[src/common/stack_cpu_pkg.sv]
`default_nettype none

package stack_cpu_pkg;

  // datapath sizes
  localparam int stack_depth = 8;
  localparam int word_w = 16;
  localparam int pc_w = 10;
  localparam int addr_w = 8;

  // memory map
  // 01h is the output port, 20h and up is RAM
  localparam logic [addr_w-1:0] io_addr = 8'h01;
  localparam logic [addr_w-1:0] ram_base = 8'h20;

  // opcodes, upper byte of the instruction word
  // 00h-07h stack ops
  localparam logic [7:0] op_push = 8'h00;
  localparam logic [7:0] op_pop = 8'h01;
  localparam logic [7:0] op_dup = 8'h02;
  // 08h-0fh memory access
  localparam logic [7:0] op_ld = 8'h08;
  localparam logic [7:0] op_ldd = 8'h09;
  localparam logic [7:0] op_st = 8'h0c;
  localparam logic [7:0] op_sta = 8'h0d;
  localparam logic [7:0] op_std = 8'h0e;
  // 10h-1fh jumps, pc relative
  localparam logic [7:0] op_jmp = 8'h10;
  localparam logic [7:0] op_jz = 8'h11;
  localparam logic [7:0] op_jnz = 8'h12;
  // two operand alu group
  localparam logic [7:0] op_alu2 = 8'h20;
  // whole word, stops the core
  localparam logic [word_w-1:0] insn_halt = 16'hffff;

  // alu function select, low byte of an alu2 instruction
  typedef enum logic [7:0] {
    alu_pass0 = 8'h00,
    alu_pass1 = 8'h01,
    alu_add   = 8'h02,
    alu_sub   = 8'h03,
    alu_mul   = 8'h04,
    alu_join  = 8'h05,
    alu_and   = 8'h06,
    alu_lt    = 8'h08,
    alu_eq    = 8'h09,
    alu_neq   = 8'h0a
  } alu_fn_e;

  // low byte is either an immediate or a function code
  typedef union packed {
    logic [7:0] imm8;
    alu_fn_e alu_fn;
  } insn_low_u;

  typedef struct packed {
    logic [7:0] opcode;
    insn_low_u low;
  } insn_t;

  // new stack top source
  typedef enum logic [1:0] {
    load_keep,
    load_stack1,
    load_alu,
    load_rd
  } load_sel_e;

  // branch condition, tested on stack top
  typedef enum logic [1:0] {
    jmp_none,
    jmp_always,
    jmp_zero,
    jmp_nonzero
  } jmp_cond_e;

  // decoded control word, imm is the msb
  typedef struct packed {
    logic imm;
    load_sel_e load;
    logic rd;
    logic wr;
    logic pop;
    logic push;
    jmp_cond_e jmp;
  } ctrl_t;

  // core to data memory
  typedef struct packed {
    logic [addr_w-1:0] addr;
    logic wr;
    logic [word_w-1:0] wr_data;
  } mem_req_t;

endpackage

`default_nettype wire
[src/source/data_mem.sv]
`timescale 1ns/1ns
`default_nettype none

module data_mem (
  input  logic clk,
  input  logic rst,
  input  stack_cpu_pkg::mem_req_t mem_req,
  output logic [stack_cpu_pkg::word_w-1:0] rd_data,
  output logic mem_wait,
  output logic io_req,
  output logic [stack_cpu_pkg::word_w-1:0] io_data,
  input  logic io_ack
);

  // output port handshake states
  typedef enum logic [1:0] {
    io_idle,
    io_pend,
    io_drop
  } io_state_e;

  io_state_e io_state;
  logic [stack_cpu_pkg::word_w-1:0] ram [224];
  logic is_ram;
  logic io_wr;

  assign is_ram = (mem_req.addr >= stack_cpu_pkg::ram_base);
  assign io_wr = mem_req.wr && (mem_req.addr == stack_cpu_pkg::io_addr);

  // general ram, 20h maps to entry 0
  always_ff @(posedge clk) begin
    if (mem_req.wr && is_ram) begin
      ram[mem_req.addr - stack_cpu_pkg::ram_base] <= mem_req.wr_data;
    end
  end

  // registered read, port and reserved space read zero
  always_ff @(posedge clk) begin
    rd_data <= is_ram ? ram[mem_req.addr - stack_cpu_pkg::ram_base] : '0;
  end

  // port data captured with the write strobe
  always_ff @(posedge clk) begin
    if (io_wr) begin
      io_data <= mem_req.wr_data;
    end
  end

  // four phase req/ack
  always_ff @(posedge clk or posedge rst) begin
    if (rst) begin
      io_state <= io_idle;
    end else begin
      case (io_state)
        io_idle: begin
          if (io_wr) begin
            io_state <= io_pend;
          end
        end
        io_pend: begin
          if (io_ack) begin
            io_state <= io_drop;
          end
        end
        // req is low, waiting for ack to go away
        default: begin
          if (!io_ack) begin
            io_state <= io_idle;
          end
        end
      endcase
    end
  end

  assign io_req = (io_state == io_pend);

  // core holds in update from the strobe until ack falls
  assign mem_wait = io_wr || (io_state == io_pend) || ((io_state == io_drop) && io_ack);

  a_io_data_held: assert property (
    @(posedge clk) disable iff (rst) io_req |=> !io_req || $stable(io_data)
  );

  a_req_after_ack: assert property (
    @(posedge clk) disable iff (rst) $rose(io_req) |-> !io_ack
  );

endmodule

`default_nettype wire

[config.mk]
export PLATFORM = sky130hd
export DESIGN_NAME = data_mem
export DESIGN_NICKNAME = d
export VERILOG_FILES = /design/src/common/stack_cpu_pkg.sv /design/src/source/data_mem.sv
export SDC_FILE = /design/constraint.sdc
export NUM_CORES = 2
export LEC_CHECK = 0
export BUFFER_PORTS_ARGS = -buffer_cell sky130_fd_sc_hd__buf_4
export CELL_PAD_IN_SITES_DETAIL_PLACEMENT = 0
export CELL_PAD_IN_SITES_GLOBAL_PLACEMENT = 2
export CORE_MARGIN = 4
export CORE_UTILIZATION = 46
export DETAILED_ROUTE_END_ITERATION = 10
export PLACE_DENSITY_LB_ADDON = 0.12
export REMOVE_ABC_BUFFERS = 1
export SETUP_SLACK_MARGIN = 0.02
export SYNTH_ARGS = -nofsm -noshare
export SYNTH_HDL_FRONTEND = slang
export SYNTH_SLANG_ARGS = --single-unit
[constraint.sdc]
create_clock -name clk -period 2.1 [get_ports clk]
set_clock_uncertainty 0.1 [all_clocks]
set_input_delay 0.105 -clock clk [delete_from_list [all_inputs] [get_ports clk]]
set_output_delay 0.105 -clock clk [all_outputs]
set_load 0.005 [all_outputs]
* Yosys cells after proc, flatten, opt, wreduce, memory -nomap -nowiden *
Memories as Yosys holds them, arrays and structs flattened. A register that Yosys moved wholly into a read port is not among the register bits.
Cells that the tools add are included.

storage, ports and cells
  register bits after elaboration = 18
  RAM bits = 3,584
  input bits = 28
  word-level logic and storage cells = 25
  memories kept = 1

cells by class
  add/sub/neg operators = 1
  magnitude comparators = 1
  equal/unequal tests = 6
  multiplexer cells = 6
  reductions and logical operators = 8

memories
  memory  depth  width  rd ports  clocked after Yosys merged registers in  wr ports  line            source
  ram     224    16     1         1                                        1         data_mem.sv:23  logic [stack_cpu_pkg::word_w-1:0] ram [224];

operator list
  operator                                             count
  equality test 8 x 1 -> 1 bit, second input constant  1
  >= comparator 8 x 6 -> 1 bit, second input constant  1
  subtractor 8 x 6 -> 8 bit, second input constant     1
  2-to-1 mux 2 bit                                     3
  case mux 2 bit (2 select lines)                      1
  logical AND 1 bit                                    3
  != test 3 x 2 -> 1 bit, second input constant        1
  AND reduction 3 bit                                  1
  equality test 2 x 1 -> 1 bit, second input constant  1
  equality test 2 bit, second input constant           1
  zero test 2 bit                                      1
  logical OR 1 bit                                     2
  2-to-1 mux 1 bit                                     2
  != test 2 x 1 -> 1 bit, second input constant        1
  != test 2 bit, second input constant                 1
  zero test 1 bit                                      1

* Logic depth before layout (Yosys ltp) *
  depth in word-level cells = 4
  depth in mapped cells = 14
  depth with buffers taken out = 9

* Worst setup path after synthesis *
OpenSTA, ideal clock, no wires.

  kind = in2reg
  start point = in mem_req[22] (netlist bit)
  end point = mem ram[113][0] (netlist bit) (enable)
  arrival time = 3,055 ps
  path slack = -1,444 ps
  cell stages on the path = 10
  path through = buf_2 -> inv_1 -> clkbuf_1 -> clkbuf_1 -> ha_1 -> clkbuf_1 -> nor2_1 -> nand3_1 -> clkbuf_1 -> nor2_1

between the ends
  word-level cells in the longest chain between the ends = 4
  elaborated cells on any way between the ends = 5
  those cells by class = add/sub (1); order compare (1); mux (2); reduce/logical (1)

RTL lines
  element                                 line            source
  start, declared                         data_mem.sv:7   input stack_cpu_pkg::mem_req_t mem_req,
  >= comparator 8 x 6 -> 1 bit            data_mem.sv:27  assign is_ram = (mem_req.addr >= stack_cpu_pkg::ram_base);
  logical AND 1 bit                       data_mem.sv:32  if (mem_req.wr && is_ram) begin
  2-to-1 mux 1 bit                        data_mem.sv:32
  2-to-1 mux 1 bit (not written as such)  data_mem.sv:33  ram[mem_req.addr - stack_cpu_pkg::ram_base] <= mem_req.wr_data;
  end, declared                           data_mem.sv:23

Several ways; a longest one is shown, not always the timed one.

==> out/metrics.yaml <==
grt_max_degree: 81
start_kind: "flop"
synth-xor-area-share: 0.000126
ys_ff_latch: 3618
dieWidth_um: 557
track_usage: 0.260
drc: 0
cts_max_path_buffers: 4
grt_pass1_wl_um: 567000
critPathRequiredTime_ns: 2.80
cts_buffers: 375
io_pins: 62
path_class: "flop to flop"
setup_ws_ns: -0.634
fill_cells: 22600
yosys-top-cells-count: "edfxtp_1 (3600), mux4_2 (694), mux2i_1 (481), nor2_1 (282), a22oi_1 (243)"
yosys.area_share.simple: 0.0210
yosysTopAreaCell: "edfxtp_1"
internal_power_w: 0.121
synth_top_area_frac: 0.780
routedWlPerCell_um: 34.1
synth_ff_type: "edfxtp_1"
root_buffer: "clkbuf_16"
dp_hpwl_um: 263000
post-place-ws_ns: -1.75
end_kind: "flop"
critPathTopFamily: "compound AO/OA/AOI/OAI gates"
fmax_ghz: 0.366
firstDrtPassIters: 5
synth_edf_count: 3600
die_area_um2: 310000
p_sw_frac: 0.217
grt-ovfl-total: 0
violations: "setup timing"
yosysSeqAreaShare: 0.782
routed_wl_um: 405000
rows: 201
via_per_inst: 6.01
path_clk_slew_ns: 0.06
cts_num_sinks: 3618
port_buffers: 61
grt_pass1_vias: 72000
cpMaxStageDelayCell: "mux4_2"
combPwrFrac: 0.059
ant_nets: 0
multiInputGateArea_um2: 29600
synth_mux_area_frac: 0.148
synthArstFlopShare: 0.000553
timing.final.crit_share: 1.30
areaGrowthSynthToFinish_pct: 21.2
path_buf_inv: 2
ff_latch_area_um2: 108000
synth_compound_gate_area_share: 0.0322
worstPathArrival_ns: 3.44
gp_congestion: 0.848
drive_gt1_frac: 0.320
path_cells: "mux4_2, a22o_1, a221oi_1, buf_4, a31oi_2, buf_4, nor4_1, a31oi_2"
start_util: 0.462
slew-limit-headroom: 0.130
setup_tns_ns: -4.53
drtIter0Drc: 8584
final_max_slew_viol_count: 0
core_area_um2: 300000
synth.area.top_cells: "edfxtp_1 (78%), mux4_2 (11%), mux2i_1 (3.5%)"
hold_class: "input pin to flop"
synthCells: 6472
htree_levels: 5
post-synth-top-count-cell: "edfxtp_1"
power_switching_w: 0.0334
tritoncts: "done"
p_per_area_nw_per_um2: 918
cap_violations: 0
power_frac_seq: 0.517
path_max_fanout: 2
vdd_drop_max_mv: 0.796
clkLatencyLatePin_ns: 0.93
syn_area_um2: 139000
setup_violations: 16
p_leak_nw: 54.9
status: "finished, violations left"
die_y_um: 557
finalCriticalPeriod_ns: 2.73
finalHoldViolCount: 0
antenna_found_initial: 28
yosysWarnings: 0
nets: 7603
vias: 71200
grt_setup_unrepaired: "yes"
synth_fa_ha_area_frac: 0.0000902
synth_top_family_by_area: "multiplexers"
worst_slew_pin_slew_ns: 1.31
max_stage_delay_ns: 0.47
syn_area_per_cell_um2: 21.4
clockPowerShare: 0.423
ys_types: 58
## worst paths after layout
| check | startpoint | endpoint | slack (ns) | cells past startpoint |
|---|---|---|---|---|
| setup / recovery | ram[111][1] | rd_data[1] | -0.63 | 8 |
| hold / removal | mem_req[10] | ram[105][10] | 0.09 | 2 |
| setup reg to reg | ram[111][1] | rd_data[1] | -0.63 | 8 |
| hold reg to reg | io_state[1] | io_state[1] | 0.48 | 1 |
| max in group asynchronous | rst | io_state[1] | 1.13 | 5 |
| min in group asynchronous | rst | io_state[0] | 0.63 | 5 |
## cells in the final DEF, fill, tap and decap left out, types with 22 or more instances in the layout
cell type      instances
clkbuf_1              83
nor2_1               213
bufinv_16             34
nand2_1              130
a21oi_1               48
edfxtp_1            3600
nor2_2                63
nand3_1              114
clkinv_2              60
dlygate4sd3_1         26
a31oi_4               22
mux4_2               694
clkbuf_16            382
a22oi_1              243
buf_4                679
buf_12               349
mux2i_1              480
clkinv_1              90
a22o_1                30
o21ai_0               33
buf_6                 22
o22ai_1               77
## metal layers
layer | GRT usage | vias up | routed length, um | share of wire
met5 | 0 | - | 0 | 0
li1 | - | 29500 | - | -
met4 | 0.0608 | 0 | 10000 | 0.025
met3 | 0.0348 | 450 | 25600 | 0.063
met2 | 0.424 | 2536 | 197000 | 0.49
met1 | 0.376 | 38800 | 172000 | 0.42
## cell type report
| type | count | share of cell area |
|---|---|---|
| Sequential cell | 3618 | 0.645 |
| Multi-Input combinational cell | 2467 | 0.176 |
| Timing Repair Buffer | 1101 | 0.0774 |
| Clock buffer | 466 | 0.0587 |
| Tap cell | 3958 | 0.0295 |
| Clock inverter | 219 | 0.0129 |
| Inverter | 11 | 0.000261 |
| Antenna cell | 11 | 0.000164 |
## power groups by stage
stage | combinational, W | sequential (W) | clock [W]
finish | 0.00914 | 0.0798 | 0.0653
floorplan | 0.00279 | 0.0812 | 0
global route | 0.00958 | 0.0798 | 0.0697
detailed placement | 0.00879 | 0.0814 | 0
CTS | 0.00914 | 0.0798 | 0.0665
global placement | 0.00870 | 0.0814 | 0
## stage by stage
stage                     instances  area [um^2]  total power [W]  utilization  hold WS, ns
after floorplan                6096       136000           0.0840            -       -0.254
after global placement        11100       154000           0.0901        0.514       -0.137
after detailed placement      11100       154000           0.0902        0.514       -0.132
after CTS                     11800       168000            0.156        0.559       0.0225
after global routing          11800       168000            0.159        0.560       0.0802
final                         11900       168000            0.154        0.560       0.0926
## cell families (layout without fill, tap and decap cells)
family,after synthesis,after routing
AOI/OAI and AO/OA,626,626
xor gates and xnor gates,2,2
adders and majority gates,1,1
buffers and inverters,387,1797
DFF,3618,3618
muxes,1180,1180
other,0,11
and+or+nand+nor,658,658
## registers in the layout, indices dropped and copies added, names as in the netlist
signal    cells
ram        3584
rd_data      16
io_data      16
io_state      2
## what timing repair did
action | in CTS | in global routing
setup endpoints to repair | 17 | 18
gates resized for setup | 184 | 45
gates cloned | 0 | 2
hold buffers | 27 | 0
buffers inserted | 7 | 2
pin swaps | 64 | 22
endpoints found under the hold margin | 3432 | 0
(Power assumes the default switching activity.)
