File: src/common/stack_cpu_pkg.sv
`default_nettype none

package stack_cpu_pkg;

  // datapath sizes
  localparam int stack_depth = 8;
  localparam int word_w = 16;
  localparam int pc_w = 10;
  localparam int addr_w = 8;

  // memory map
  // 01h is the output port, 20h and up is RAM
  localparam logic [addr_w-1:0] io_addr = 8'h01;
  localparam logic [addr_w-1:0] ram_base = 8'h20;

  // opcodes, upper byte of the instruction word
  // 00h-07h stack ops
  localparam logic [7:0] op_push = 8'h00;
  localparam logic [7:0] op_pop = 8'h01;
  localparam logic [7:0] op_dup = 8'h02;
  // 08h-0fh memory access
  localparam logic [7:0] op_ld = 8'h08;
  localparam logic [7:0] op_ldd = 8'h09;
  localparam logic [7:0] op_st = 8'h0c;
  localparam logic [7:0] op_sta = 8'h0d;
  localparam logic [7:0] op_std = 8'h0e;
  // 10h-1fh jumps, pc relative
  localparam logic [7:0] op_jmp = 8'h10;
  localparam logic [7:0] op_jz = 8'h11;
  localparam logic [7:0] op_jnz = 8'h12;
  // two operand alu group
  localparam logic [7:0] op_alu2 = 8'h20;
  // whole word, stops the core
  localparam logic [word_w-1:0] insn_halt = 16'hffff;

  // alu function select, low byte of an alu2 instruction
  typedef enum logic [7:0] {
    alu_pass0 = 8'h00,
    alu_pass1 = 8'h01,
    alu_add   = 8'h02,
    alu_sub   = 8'h03,
    alu_mul   = 8'h04,
    alu_join  = 8'h05,
    alu_and   = 8'h06,
    alu_lt    = 8'h08,
    alu_eq    = 8'h09,
    alu_neq   = 8'h0a
  } alu_fn_e;

  // low byte is either an immediate or a function code
  typedef union packed {
    logic [7:0] imm8;
    alu_fn_e alu_fn;
  } insn_low_u;

  typedef struct packed {
    logic [7:0] opcode;
    insn_low_u low;
  } insn_t;

  // new stack top source
  typedef enum logic [1:0] {
    load_keep,
    load_stack1,
    load_alu,
    load_rd
  } load_sel_e;

  // branch condition, tested on stack top
  typedef enum logic [1:0] {
    jmp_none,
    jmp_always,
    jmp_zero,
    jmp_nonzero
  } jmp_cond_e;

  // decoded control word, imm is the msb
  typedef struct packed {
    logic imm;
    load_sel_e load;
    logic rd;
    logic wr;
    logic pop;
    logic push;
    jmp_cond_e jmp;
  } ctrl_t;

  // core to data memory
  typedef struct packed {
    logic [addr_w-1:0] addr;
    logic wr;
    logic [word_w-1:0] wr_data;
  } mem_req_t;

endpackage

`default_nettype wire
File: src/core/stack_cpu_core.sv
`timescale 1ns/1ns
`default_nettype none

module stack_cpu_core (
  input  logic clk,
  input  logic rst,
  input  stack_cpu_pkg::insn_t insn,
  input  logic [stack_cpu_pkg::word_w-1:0] rd_data,
  input  logic mem_wait,
  output logic [stack_cpu_pkg::pc_w-1:0] pc,
  output stack_cpu_pkg::mem_req_t mem_req,
  output logic halted
);

  // 0 execute, 1 memory, 2 update
  logic [1:0] phase;
  logic update;
  stack_cpu_pkg::ctrl_t ctrl;
  logic [stack_cpu_pkg::word_w-1:0] alu_out;
  logic [stack_cpu_pkg::word_w-1:0] stack [stack_cpu_pkg::stack_depth];
  logic jump_taken;
  logic is_halt;
  logic [stack_cpu_pkg::pc_w-1:0] pc_offset;
  logic wr_pulse;
  logic [stack_cpu_pkg::word_w-1:0] wr_data_q;

  insn_decoder u_dec (
    .insn (insn),
    .ctrl (ctrl)
  );

  stack_alu u_alu (
    .imm     (ctrl.imm),
    .low     (insn.low),
    .stack0  (stack[0]),
    .stack1  (stack[1]),
    .alu_out (alu_out)
  );

  // update edge, held off while the port write drains
  assign update = (phase == 2'd2) && !mem_wait;
  assign is_halt = (insn == stack_cpu_pkg::insn_halt);

  // sign extended branch offset
  assign pc_offset = {{(stack_cpu_pkg::pc_w - 8){insn.low.imm8[7]}}, insn.low.imm8};

  always_comb begin
    case (ctrl.jmp)
      stack_cpu_pkg::jmp_always: jump_taken = 1'b1;
      stack_cpu_pkg::jmp_zero: jump_taken = (stack[0] == '0);
      stack_cpu_pkg::jmp_nonzero: jump_taken = (stack[0] != '0);
      default: jump_taken = 1'b0;
    endcase
  end

  // phase sequencer
  always_ff @(posedge clk or posedge rst) begin
    if (rst) begin
      phase <= 2'd0;
    end else if (phase == 2'd2) begin
      if (!mem_wait) begin
        phase <= 2'd0;
      end
    end else begin
      phase <= phase + 2'd1;
    end
  end

  // operand stack
  always_ff @(posedge clk or posedge rst) begin
    if (rst) begin
      for (int i = 0; i < stack_cpu_pkg::stack_depth; i++) begin
        stack[i] <= '0;
      end
    end else if (update) begin
      case (ctrl.load)
        stack_cpu_pkg::load_stack1: stack[0] <= stack[1];
        stack_cpu_pkg::load_alu: stack[0] <= alu_out;
        stack_cpu_pkg::load_rd: stack[0] <= rd_data;
        default: stack[0] <= stack[0];
      endcase
      // push shifts down, bottom entry falls off
      if (ctrl.push && !ctrl.pop) begin
        for (int i = 1; i < stack_cpu_pkg::stack_depth; i++) begin
          stack[i] <= stack[i-1];
        end
      end
      // pop shifts up, bottom entry is kept
      if (ctrl.pop && !ctrl.push) begin
        for (int i = 1; i < stack_cpu_pkg::stack_depth - 1; i++) begin
          stack[i] <= stack[i+1];
        end
      end
    end
  end

  // pc, frozen on the halt word
  always_ff @(posedge clk or posedge rst) begin
    if (rst) begin
      pc <= '0;
    end else if (update && !is_halt) begin
      if (jump_taken) begin
        pc <= pc + pc_offset;
      end else begin
        pc <= pc + 1'b1;
      end
    end
  end

  always_ff @(posedge clk or posedge rst) begin
    if (rst) begin
      halted <= 1'b0;
    end else if (update && is_halt) begin
      halted <= 1'b1;
    end
  end

  // one cycle write strobe, lands in phase 2
  always_ff @(posedge clk or posedge rst) begin
    if (rst) begin
      wr_pulse <= 1'b0;
    end else begin
      wr_pulse <= (phase == 2'd1) && ctrl.wr;
    end
  end

  // st writes the top, sta/std write the entry below the address
  always_ff @(posedge clk) begin
    if (phase == 2'd1) begin
      wr_data_q <= ctrl.imm ? stack[0] : stack[1];
    end
  end

  // low alu byte is the data address
  assign mem_req.addr = alu_out[stack_cpu_pkg::addr_w-1:0];
  assign mem_req.wr = wr_pulse;
  assign mem_req.wr_data = wr_data_q;

  a_phase_range: assert property (
    @(posedge clk) disable iff (rst) phase != 2'd3
  );

  a_wr_in_update: assert property (
    @(posedge clk) disable iff (rst) mem_req.wr |-> phase == 2'd2
  );

  a_pc_frozen: assert property (
    @(posedge clk) disable iff (rst) halted |=> $stable(pc)
  );

endmodule

`default_nettype wire

File: src/core/stack_alu.sv
`timescale 1ns/1ns
`default_nettype none

module stack_alu (
  input  logic imm,
  input  stack_cpu_pkg::insn_low_u low,
  input  logic [stack_cpu_pkg::word_w-1:0] stack0,
  input  logic [stack_cpu_pkg::word_w-1:0] stack1,
  output logic [stack_cpu_pkg::word_w-1:0] alu_out
);

  always_comb begin
    if (imm) begin
      // immediate, also the data address for ld/st
      alu_out = {8'd0, low.imm8};
    end else begin
      case (low.alu_fn)
        stack_cpu_pkg::alu_pass0: alu_out = stack0;
        stack_cpu_pkg::alu_pass1: alu_out = stack1;
        stack_cpu_pkg::alu_add: alu_out = stack0 + stack1;
        stack_cpu_pkg::alu_sub: alu_out = stack0 - stack1;
        // low half of the product only
        stack_cpu_pkg::alu_mul: alu_out = stack0 * stack1;
        // stack1 goes to the high byte
        stack_cpu_pkg::alu_join: alu_out = stack0 | (stack1 << 8);
        stack_cpu_pkg::alu_and: alu_out = stack0 & stack1;
        // compares give 0 or 1, unsigned
        stack_cpu_pkg::alu_lt: begin
          alu_out = {15'd0, stack0 < stack1};
        end
        stack_cpu_pkg::alu_eq: begin
          alu_out = {15'd0, stack0 == stack1};
        end
        stack_cpu_pkg::alu_neq: begin
          alu_out = {15'd0, stack0 != stack1};
        end
        // undefined codes
        default: alu_out = '0;
      endcase
    end
  end

endmodule

`default_nettype wire

File: src/core/insn_decoder.sv
`timescale 1ns/1ns
`default_nettype none

module insn_decoder (
  input  stack_cpu_pkg::insn_t insn,
  output stack_cpu_pkg::ctrl_t ctrl
);

  // control words per opcode
  // columns: imm, load(2), rd, wr, pop, push, jmp(2)
  always_comb begin
    case (insn.opcode)
      stack_cpu_pkg::op_push: begin
        ctrl = stack_cpu_pkg::ctrl_t'(9'b1_10_00_01_00);
      end
      stack_cpu_pkg::op_pop: begin
        ctrl = stack_cpu_pkg::ctrl_t'(9'b0_01_00_10_00);
      end
      stack_cpu_pkg::op_dup: begin
        ctrl = stack_cpu_pkg::ctrl_t'(9'b0_00_00_01_00);
        // dup 1 copies the second entry
        if (insn.low.imm8[0]) begin
          ctrl.load = stack_cpu_pkg::load_stack1;
        end
      end
      stack_cpu_pkg::op_ld: begin
        ctrl = stack_cpu_pkg::ctrl_t'(9'b1_11_10_01_00);
      end
      // address popped, data pushed, so top is replaced
      stack_cpu_pkg::op_ldd: begin
        ctrl = stack_cpu_pkg::ctrl_t'(9'b0_11_10_11_00);
      end
      stack_cpu_pkg::op_st: begin
        ctrl = stack_cpu_pkg::ctrl_t'(9'b1_01_01_10_00);
      end
      // sta keeps the address on top
      stack_cpu_pkg::op_sta: begin
        ctrl = stack_cpu_pkg::ctrl_t'(9'b0_00_01_10_00);
      end
      // std keeps the data on top
      stack_cpu_pkg::op_std: begin
        ctrl = stack_cpu_pkg::ctrl_t'(9'b0_01_01_10_00);
      end
      stack_cpu_pkg::op_jmp: begin
        ctrl = stack_cpu_pkg::ctrl_t'(9'b1_00_00_00_01);
      end
      stack_cpu_pkg::op_jz: begin
        ctrl = stack_cpu_pkg::ctrl_t'(9'b1_01_00_10_10);
      end
      stack_cpu_pkg::op_jnz: begin
        ctrl = stack_cpu_pkg::ctrl_t'(9'b1_01_00_10_11);
      end
      // result replaces the two operands
      stack_cpu_pkg::op_alu2: begin
        ctrl = stack_cpu_pkg::ctrl_t'(9'b0_10_00_10_00);
      end
      // halt word and unknown opcodes do nothing
      default: begin
        ctrl = '0;
      end
    endcase
  end

endmodule

`default_nettype wire

File: config.mk
export PLATFORM = sky130hd
export DESIGN_NAME = stack_cpu_core
export DESIGN_NICKNAME = d
export VERILOG_FILES = /design/src/common/stack_cpu_pkg.sv /design/src/core/stack_cpu_core.sv /design/src/core/stack_alu.sv /design/src/core/insn_decoder.sv
export SDC_FILE = /design/constraint.sdc
export NUM_CORES = 1
export LEC_CHECK = 0
export ABC_AREA = 1
export BUFFER_PORTS_ARGS = -buffer_cell sky130_fd_sc_hd__buf_2
export CAP_MARGIN = 15
export CORE_ASPECT_RATIO = 1.75
export CORE_UTILIZATION = 45
export CTS_CLUSTER_DIAMETER = 120
export DETAILED_ROUTE_END_ITERATION = 7
export HOLD_SLACK_MARGIN = 0.08
export PLACE_DENSITY = 0.64
export SLEW_MARGIN = 20
export SYNTH_ARGS = -nofsm -noshare
export SYNTH_HDL_FRONTEND = slang
export SYNTH_SLANG_ARGS = --single-unit
export TNS_END_PERCENT = 1
File: constraint.sdc
create_clock -name clk -period 10 [get_ports clk]
set_input_delay 0 -clock clk [delete_from_list [all_inputs] [get_ports clk]]
set_output_delay 0 -clock clk [all_outputs]
set_load 0.02 [all_outputs]
Word-level counts from Yosys, hierarchy flattened
Index checks and enable logic that the tools add are counted.
{"block": "op_classes", "eq_ne": 33, "add_sub_neg": 5, "div_mod_pow": 0, "shifts": 0, "n_lt_le_gt_ge": 1, "n_mux": 12, "n_reduce_logical": 20, "n_mul": 1, "bitwise_logic": 2}
{"cell": "16-bit case mux with 10 select lines", "count": 1}
{"cell": "112-bit two-way mux", "count": 1}
{"cell": "9-bit case mux with 12 select lines", "count": 1}
{"cell": "96-bit two-way mux", "count": 1}
{"cell": "8-bit by 4-bit equality test with 1-bit output, second input constant", "count": 8}
{"cell": "16-bit case mux with 3 select lines", "count": 1}
{"cell": "16-bit two-way mux", "count": 2}
{"cell": "8-bit by 2-bit equality test with 1-bit output, second input constant", "count": 3}
{"cell": "8-bit by 3-bit equality test with 1-bit output, second input constant", "count": 3}
{"cell": "8-bit by 5-bit equality test with 1-bit output, second input constant", "count": 3}
{"cell": "16-bit adder", "count": 1}
{"cell": "16-bit AND", "count": 1}
{"cell": "16-bit equality test", "count": 1}
{"cell": "16-bit equality test, second input constant", "count": 1}
{"cell": "8-bit by 1-bit equality test with 1-bit output, second input constant", "count": 2}
{"cell": "16-bit logical NOT", "count": 1}
{"cell": "8-bit logical NOT", "count": 2}
{"cell": "16-bit less-than comparator", "count": 1}
{"cell": "16-bit by 16-bit multiplier with 16-bit output", "count": 1}
{"cell": "16-bit != test", "count": 1}
{"cell": "16-bit OR", "count": 1}
{"cell": "16-bit nonzero test", "count": 1}
{"cell": "16-bit subtractor", "count": 1}
{"cell": "10-bit by 1-bit adder with 10-bit output, second input constant", "count": 1}
{"cell": "other kinds (17)", "count": 34}
{"block": "totals", "mem_bits_ro": 0, "inputBits": 35, "ram_bits": 0, "memories": 0, "regBits": 158, "word_cells": 88, "latch_bits": 0}

Logic depth before layout (Yosys ltp)
Gate-level depths: netlist of the first run.
{"block": "depth", "word_depth": 6, "depth_mapped": 35, "mapped_depth_nobuf": 35}

Hierarchy
A second synthesis of the first run with hierarchy kept.
{"block": "hier_totals", "hier_cells": 2152, "hier_area_um2": 15188.3}
{"module": "stack_cpu_core", "instances": 1, "cells_per_inst": 939, "area_per_inst_um2": 7837.5}
{"module": "stack_alu", "instances": 1, "cells_per_inst": 1150, "area_per_inst_um2": 7054.3}
{"module": "insn_decoder", "instances": 1, "cells_per_inst": 63, "area_per_inst_um2": 296.5}

Worst setup path after synthesis of the first run
OpenSTA, ideal clock, no wires.
{"block": "synth_timing", "kind": "reg2reg", "start": "register stack[97] (netlist bit)", "end": "register stack[127] (netlist bit)", "stages_incl_launch_ff": 26, "slack_ns": 4.480, "period_less_slack_ns": 5.520, "setup_time_ns": 0.117, "arrival_time_ns": 5.404, "cell_sequence": "dfrtp_1 clkbuf_1 clkbuf_1 nand2_1 fa_1 fa_1 inv_1 fa_1 fa_1 fa_1 inv_1 fa_1 inv_1 ha_1 inv_1 nor3_1 inv_1 o21bai_1 a31oi_1 nand3b_1 nand3_1 nand4_1 nand2_1 nand2_1 nand2_1 nand2_1"}
{"block": "synth_between", "elab_chain_cells": 4, "word_cells_on_any_way": 6, "cone_classes": "add/sub: 2; mul: 1; mux: 3"}
{"item": "start: declaration", "line_no": "stack_cpu_core.sv:20", "rtl": "logic [stack_cpu_pkg::word_w-1:0] stack [stack_cpu_pkg::stack_depth];"}
{"item": "start signal: indexed assignment", "line_no": "stack_cpu_core.sv:85", "rtl": "stack[i] <= stack[i-1];"}
{"item": "start signal: indexed assignment", "line_no": "stack_cpu_core.sv:91", "rtl": "stack[i] <= stack[i+1];"}
{"item": "16-bit by 16-bit multiplier with 16-bit output, or another cell as far along", "line_no": "stack_alu.sv:23", "rtl": "stack_cpu_pkg::alu_mul: alu_out = stack0 * stack1;"}
{"item": "16-bit case mux with 10 select lines (*)", "line_no": "stack_alu.sv:17", "rtl": "case (low.alu_fn)"}
{"item": "16-bit two-way mux (*)", "line_no": "stack_alu.sv:13", "rtl": "if (imm) begin"}
{"item": "16-bit case mux with 3 select lines (*)", "line_no": "stack_cpu_core.sv:76", "rtl": "case (ctrl.load)"}
Mark *: on every way between the ends. The rest lies on a longest branch, timed or not.
A chain may end at the register's enable or synchronous reset.

Final worst setup path of the first run
Same ends and word-level chain as after synthesis.

==> metrics.csv, run 1 <==
stage;metric;value;unit
synth;Post-Syn Area;14630;sq um
job;Max Cap Viol;0;
timing;Period Utilization, post-route;60.78;%
floorplanning;total die area;33260;sq um
critical_path;most prevalent standard cell on the critical path;fa_1;
route;aggregate routed wire length;48.65;mm
synth;post-synthesis register bit count;158;
placed_design;detailed placer's ending HPWL;36.99;mm
cts;post-cts sizing count;0;
grt;number of antenna violations at the first check in global routing;0;
cells_and_area;highest-count cells in the layout ignoring fill and taps;nand2_1, inv_1, o21ai_0;
critical_path;CP max stage cell;dfrtp_1;
placed_design;PortBufs;70;
route;drt first-iter violations;1005;
grt;layer with the highest usage;met2;
floorplanning;Die Y-Extent;240.5;microns
synth;top-area cell type share of the netlist area;24.29;%
outcome;result of the run;complete, but fails checks;
timing;final hold violation count;0;
synth;post-synth net total;2262;
timing;setup total negative slack;0;ns
route;drt wl/cell;19.51;microns
critical_path;crit path max fanout;19;
route;number of DRC violations after detailed routing;10;
timing;Highest Clock Rate;164.5;MHz
synth;post-synthesis sequential area ratio;27.58;%
critical_path;startpoint-to-endpoint class of the critical path;flop to flop;
synth;largest cells by area after synthesis;dfrtp_1, nand2_1, fa_1;
grt;global route total overflow;0;
critical_path;CP arrival;6.41;ns
floorplanning;core area;32110;sq um
outcome;violated checks;design-rule violations;
route;routed vias;13863;
synth;Mapped Cells;2051;
cells_and_area;final instance count without filler cells;2493;
timing;Layout Skew;0.01931;ns
cts;Max Root-Sink Buffers;2;
synth;EDFF count, synth;16;
synth;post-synthesis compound-gate area fraction;16.81;%
grt;GR met2 Demand/Resource;55.36;%
cells_and_area;area added between synthesis and finish;9.777;%
synth;number of warning messages in the yosys log;0;
cts;buffer cell driving the clock tree root;clkbuf_16;
critical_path;startpoint of the worst-slack reg-to-reg timing path;stack[97];
floorplanning;initial core utilization;45.55;%
cts;clock sink count;158;
grt;first-pass GRT wire length;76.31;mm
cts;clock-pin transition on the worst setup and hold timing paths;0.08;ns
placed_design;GP Congestion;1.032;
critical_path;worst reg-to-reg path cell count;22;
timing;Slew @ Worst Pin;1.024;ns
placed_design;Post-Place Cells;2435;
cells_and_area;Post-layout nets;2292;
critical_path;data required time at the worst endpoint;10.33;ns
floorplanning;number of rows in the core area;87;
grt;global-route track usage on met3;3.406;%
synth;proportion of synthesized area in mux cells;0;%
critical_path;kind of cell adding the most delay to the critical path;adder cells;
cts;H-tree depth;4;
critical_path;crit path from;stack[97];
min_path;type of the worst min-delay path;input port to flop;
timing;Setup violations, final;0;
grt;number of global-route vias before repair;13840;
cells_and_area;share of cells above drive strength 1;8.027;%
min_path;Min-Delay Startpoint;insn[0];
grt;maximum number of pins on one net before global-route repair;144;
critical_path;Critical Path End Type;flop;
route;TritonRoute pass-1 iters;7;
synth;distinct cell type count of the synthesized netlist;59;
synth;post-synthesis adder-cell area fraction;19.26;%
min_path;Cells on Worst Hold Path;5;
critical_path;count of cell instances traversed by the critical path;22;
critical_path;number of buffer and inverter instances along the worst setup path;3;
cts;CTS tree;built;
cells_and_area;ANT cells;0;
grt;GRT met1 Usage;31.97;%
timing;post-route minimum period;6.078;ns
timing;final slew viol count;0;
synth;post-synthesis xor/xnor area fraction;0.7699;%
critical_path;sort of element at the start of the critical path;flop;
timing;max-slew headroom at the worst pin;31.58;%
synth;Synth async-reset ratio;89.87;%
critical_path;largest stage delay on the critical path;0.86;ns
synth;mean post-synth cell area;7.131;sq um
cts;total clock buffers created by CTS;17;
cells_and_area;most frequent standard cell in the layout excluding fill and tap cells;nand2_1;
timing;RSZ-0062 raised after global routing;false;
synth;Top FF cell, synth;dfrtp_1;
critical_path;cells along the critical path;nand2_1 > fa_1 > fa_1 > inv_1 > fa_1 > fa_1 > fa_1 > inv_1 > fa_1 > inv_1 > ha_1 > a21oi_1 > o21ai_0 > o21bai_1 > a31oi_1 > nand3_1 > nand3_1 > nand4_1 > nand2_1 > nand2_1 > nand2_1 > nand2_1;
synth;dominant combinational cell family by area after synthesis;simple AND/OR/NAND/NOR gates;
grt;overall routing resource usage;30.26;%
route;per-cell via count in the routed design;5.561;
floorplanning;number of placed I/O pins;71;
cts;clk_lat worst skew;0.44;ns
synth;simple-gate share of the synthesized area;21.79;%
synth;biggest area consumer among synthesized cells;dfrtp_1;
floorplanning;horizontal die dimension;138.3;microns
route;Antenna Nets Post-Route;0;
cells_and_area;utilization of the core after routing;50.00;%
cell usage after synthesis (all sizes together) (6+ instances only):
cell,count
edfxtp,16
a221oi,8
fa,82
nor2,73
nand2,528
o22ai,80
nor4,12
clkbuf,65
buf,33
a31oi,9
or2,7
a21oi,83
nand3b,6
o21ai,211
ha,94
o21bai,9
inv,427
dfrtp,142
xor2,8
nand4,17
nor3,19
nand3,81
cell type report:
cell class / instances / area, sq um
tap: 400 / 500.5
clock buffer: 21 / 481.7
multi-input combinational: 1367 / 8586
sequential: 158 / 4034
inverter: 428 / 1614
clock inverter: 10 / 126.4
fill: 3276 / 16060
timing repair buffer: 109 / 714.4
sequential cells by signal (all words and copies together), names as in the netlist:
name / flops
stack: 128
phase: 2
pc: 10
halted: 1
wr_pulse: 1
wr_data_q: 16
cell families (layout without fill, tap and decap cells):
kind of cell | count (synthesis) | count (layout)
simple gates | 744 | 744
buf+inv | 526 | 568
compound gates | 435 | 435
fa+ha+maj | 176 | 176
flops | 158 | 158
xor+xnor | 12 | 12
tightest hold or removal path, cell delays in order:
cell and delay [ns]:
buf_2 0.15, or2_2 0.14, ha_1 0.11, nand2_1 0.04, nand2_1 0.05
layer usage:
metal | routed length (microns) | vias up
li1 | - | 6564
met1 | 17830 | 6655
met2 | 24990 | 441
met3 | 2011 | 203
met4 | 3810 | 0
met5 | 0 | -
per-stage QoR:
step | area [sq um] | hold WS [ns] | setup slack, ns
final | 16060 | 0.1093 | 3.922
after global routing | 16060 | 0.1133 | 3.607
after CTS | 16050 | 0.09010 | 3.920
after detailed placement | 15170 | 0.2221 | 3.943
after global placement | 15170 | 0.2163 | 4.054
after floorplan | 14630 | 0.1096 | 4.480
final timing paths:
check / to / slack, ns
setup / recovery: stack[127] / 3.92
hold / removal: pc[0] / 0.11
setup reg to reg: stack[127] / 3.92
hold reg to reg: phase[0] / 0.43
max in group asynchronous: stack[109] / 8.41
min in group asynchronous: stack[114] / 0.24
what timing repair did:
item | in CTS | in global routing
buffers inserted | 0 | 0
hold buffers | 27 | 0
hold endpoints to repair | 102 | 0
endpoints found under the setup margin | 0 | 0
Power of run 1 is not shown: default switching activity piles up to over one toggle a cycle in this logic, so the estimate is an artifact.
==> run 2, diff against run 1 <==
--- a/config.mk
+++ b/config.mk
@@ -13,7 +13,7 @@
 export CTS_CLUSTER_DIAMETER = 120
 export DETAILED_ROUTE_END_ITERATION = 7
 export HOLD_SLACK_MARGIN = 0.08
-export PLACE_DENSITY = 0.64
+export PLACE_DENSITY = 0.66
 export SLEW_MARGIN = 20
 export SYNTH_ARGS = -nofsm -noshare
 export SYNTH_HDL_FRONTEND = slang
==> constraint.sdc (replaced) <==
create_clock -name clk -period 5.2 [get_ports clk]
set_input_delay 0 -clock clk [delete_from_list [all_inputs] [get_ports clk]]
set_output_delay 0 -clock clk [all_outputs]
set_load 0.02 [all_outputs]
==> run 2 against run 1 <==
Net effect: the flow finishes with violations (design-rule violations, negative setup slack); design area up 7.7%; critical path depth up 3; routed wire length rose by 8.1%; non-clock buffer count is 117 higher; hold slack got worse by 0.0053 ns.
==> metrics.csv, run 2 (same netlist as run 1, synthesis figures left out) <==
stage;metric;value;unit;change
outcome;result of the run;complete, but fails checks;;
outcome;violated checks;design-rule violations, negative setup slack;;
timing;final slew viol count;0;;unchanged
min_path;type of the worst min-delay path;input port to flop;;
route;aggregate routed wire length;52.57;mm;+8.1%
cts;clock sink count;158;;unchanged
critical_path;largest stage delay on the critical path;0.58;ns;-0.28 ns
grt;GRT met1 Usage;32.99;%;+1.0 points
cells_and_area;Post-layout nets;2409;;+5.1%
grt;global route total overflow;0;;unchanged
cts;buffer cell driving the clock tree root;clkbuf_16;;
grt;maximum number of pins on one net before global-route repair;129;;-10%
placed_design;GP Congestion;0.9735;;-5.7%
route;per-cell via count in the routed design;5.552;;-0.15%
cts;CTS tree;built;;
cells_and_area;most frequent standard cell in the layout excluding fill and tap cells;nand2_1;;
route;number of DRC violations after detailed routing;3;;-7
critical_path;crit path max fanout;4;;-15
timing;Setup violations, final;8;;+8
timing;Layout Skew;0.01823;ns;-0.001082 ns
grt;first-pass GRT wire length;78.85;mm;+3.3%
timing;post-route minimum period;5.410;ns;-0.6687 ns
cts;total clock buffers created by CTS;17;;unchanged
placed_design;detailed placer's ending HPWL;40.35;mm;+9.1%
timing;Slew @ Worst Pin;1.041;ns;+0.01745 ns
floorplanning;Die Y-Extent;240.5;microns;unchanged
cells_and_area;fill count;3122;;-4.7%
placed_design;PortBufs;70;;unchanged
critical_path;startpoint-to-endpoint class of the critical path;flop to flop;;
cts;Max Root-Sink Buffers;2;;unchanged
grt;number of antenna violations at the first check in global routing;0;;unchanged
floorplanning;initial core utilization;45.55;%;unchanged
timing;setup total negative slack;-0.9164;ns;-0.9164 ns
timing;Period Utilization, post-route;104.0;%;+43 points
timing;RSZ-0062 raised after global routing;true;;
cells_and_area;share of cells above drive strength 1;15.65;%;+7.6 points
floorplanning;number of placed I/O pins;71;;unchanged
grt;overall routing resource usage;31.80;%;+1.5 points
route;Antenna Nets Post-Route;0;;unchanged
cells_and_area;largest registers;stack: 128 flops, wr_data_q: 16 flops, pc: 10 flops;;
floorplanning;horizontal die dimension;138.3;microns;unchanged
critical_path;CP max stage cell;fa_1;;
min_path;Cells on Worst Hold Path;5;;unchanged
route;drt first-iter violations;947;;-5.8%
grt;layer with the highest usage;met2;;
critical_path;crit path from;stack[97];;
timing;max-slew headroom at the worst pin;30.33;%;-1.2 points
job;Max Cap Viol;0;;unchanged
critical_path;startpoint of the worst-slack reg-to-reg timing path;stack[97];;
floorplanning;core area;32110;sq um;unchanged
route;TritonRoute pass-1 iters;8;;+1
timing;final hold violation count;0;;unchanged
grt;global-route track usage on met3;4.840;%;+1.4 points
cts;clk_lat worst skew;0.46;ns;+0.02 ns
critical_path;reg-to-reg setup timing slack;-0.21;ns;-4.13 ns
floorplanning;total die area;33260;sq um;unchanged
cells_and_area;area added between synthesis and finish;18.20;%;
route;drt wl/cell;20.13;microns;+3.2%
critical_path;sort of element at the start of the critical path;flop;;
critical_path;endpoint of the worst-slack reg-to-reg timing path;stack[127];;
critical_path;CP arrival;5.76;ns;-0.65 ns
floorplanning;number of rows in the core area;87;;unchanged
cells_and_area;highest-count cells in the layout ignoring fill and taps;nand2_1, inv_1, o21ai_0;;
cts;H-tree depth;4;;unchanged
critical_path;Critical Path End Type;flop;;
timing;Setup WS post-layout;-0.2096;ns;-4.131 ns
critical_path;data required time at the worst endpoint;5.55;ns;-4.78 ns
critical_path;Critical Path End;stack[127];;
critical_path;worst reg-to-reg path cell count;25;;+14%
cells_and_area;flip-flop count of the largest register after layout;128;;unchanged
grt;number of global-route vias before repair;14037;;+1.4%
cells_and_area;ANT cells;0;;unchanged
cells_and_area;utilization of the core after routing;53.84;%;+3.8 points
cts;clock-pin transition on the worst setup and hold timing paths;0.09;ns;about the same
timing;Highest Clock Rate;184.9;MHz;+12%
grt;GR met2 Demand/Resource;57.92;%;+2.6 points
cells_and_area;top register by number of flip-flops;stack;;
route;routed vias;14497;;+4.6%
-- run 2: cell types whose count changed in the layout (fill, tap and decap cells not counted), moves of 5 or more --
cell,before,now
buf_4,11,121
nand3_1,76,71
nand3_2,4,9
inv_1,411,404
ha_1,94,80
inv_2,15,21
buf_12,0,6
inv_8,0,5
dfrtp_2,0,9
dfrtp_1,142,133
ha_4,0,10
fa_2,0,5
nand2_1,521,516
fa_1,82,77
-- run 2: how the worst min path moves through the flow --
| stage | startpoint | end | slack (ns) |
|---|---|---|---|
| after CTS | rd_data[10] | stack[122] | 0.09 |
| after global routing | rd_data[11] | stack[123] | 0.1 |
| after global placement | rst | pc[9] | 0.20 |
| final | rd_data[11] | stack[123] | 0.10 |
| after detailed placement | rst | pc[4] | 0.21 |
| after floorplan | mem_wait | phase[1] | 0.11 |
-- run 2: cell type report --
type                       count  area (sq um)  share of cell area (%)
clock buffer                  18         439.2                   2.540
multi-input combinational   1367          8845                   51.16
clock inverter                14         168.9                  0.9770
tap                          400         500.5                   2.895
timing repair buffer         226          1674                   9.683
inverter                     428          1617                   9.350
sequential                   158          4045                   23.40
-- run 2: what timing repair did --
item,in CTS,in global routing
hold endpoints to repair,99,0
pin swaps,22,43
setup endpoints to repair,11,12
setup buffers,15,4
gates resized for setup,29,39
hold buffers,25,0
-- run 2: stage by stage --
step	cells	setup WS, ns	hold WS [ns]	area, sq um
floorplan	2051	0.007440	0.1096	14700
global placement	2535	-0.2685	0.2037	16030
detailed placement	2535	-0.4005	0.2134	16030
CTS	2607	-0.2240	0.09212	17100
global route	2611	-0.3775	0.09771	17290
finish	2611	-0.2096	0.1040	17290
-- run 2: critical path, delay by kind of cell (launching register included) --
kind	cells	cell delay, ns
simple gates	9	0.90
fa+ha+maj	7	3.19
buf+inv	7	0.56
flops	1	0.43
compound gates	2	0.22
-- run 2: layer usage --
metal | part of all wire (%) | wire length (microns)
met5 | 0 | 0
met4 | 7.6 | 4017
met3 | 4.8 | 2501
met2 | 52 | 27270
met1 | 36 | 18780
Power of run 2 is left out for the same reason.
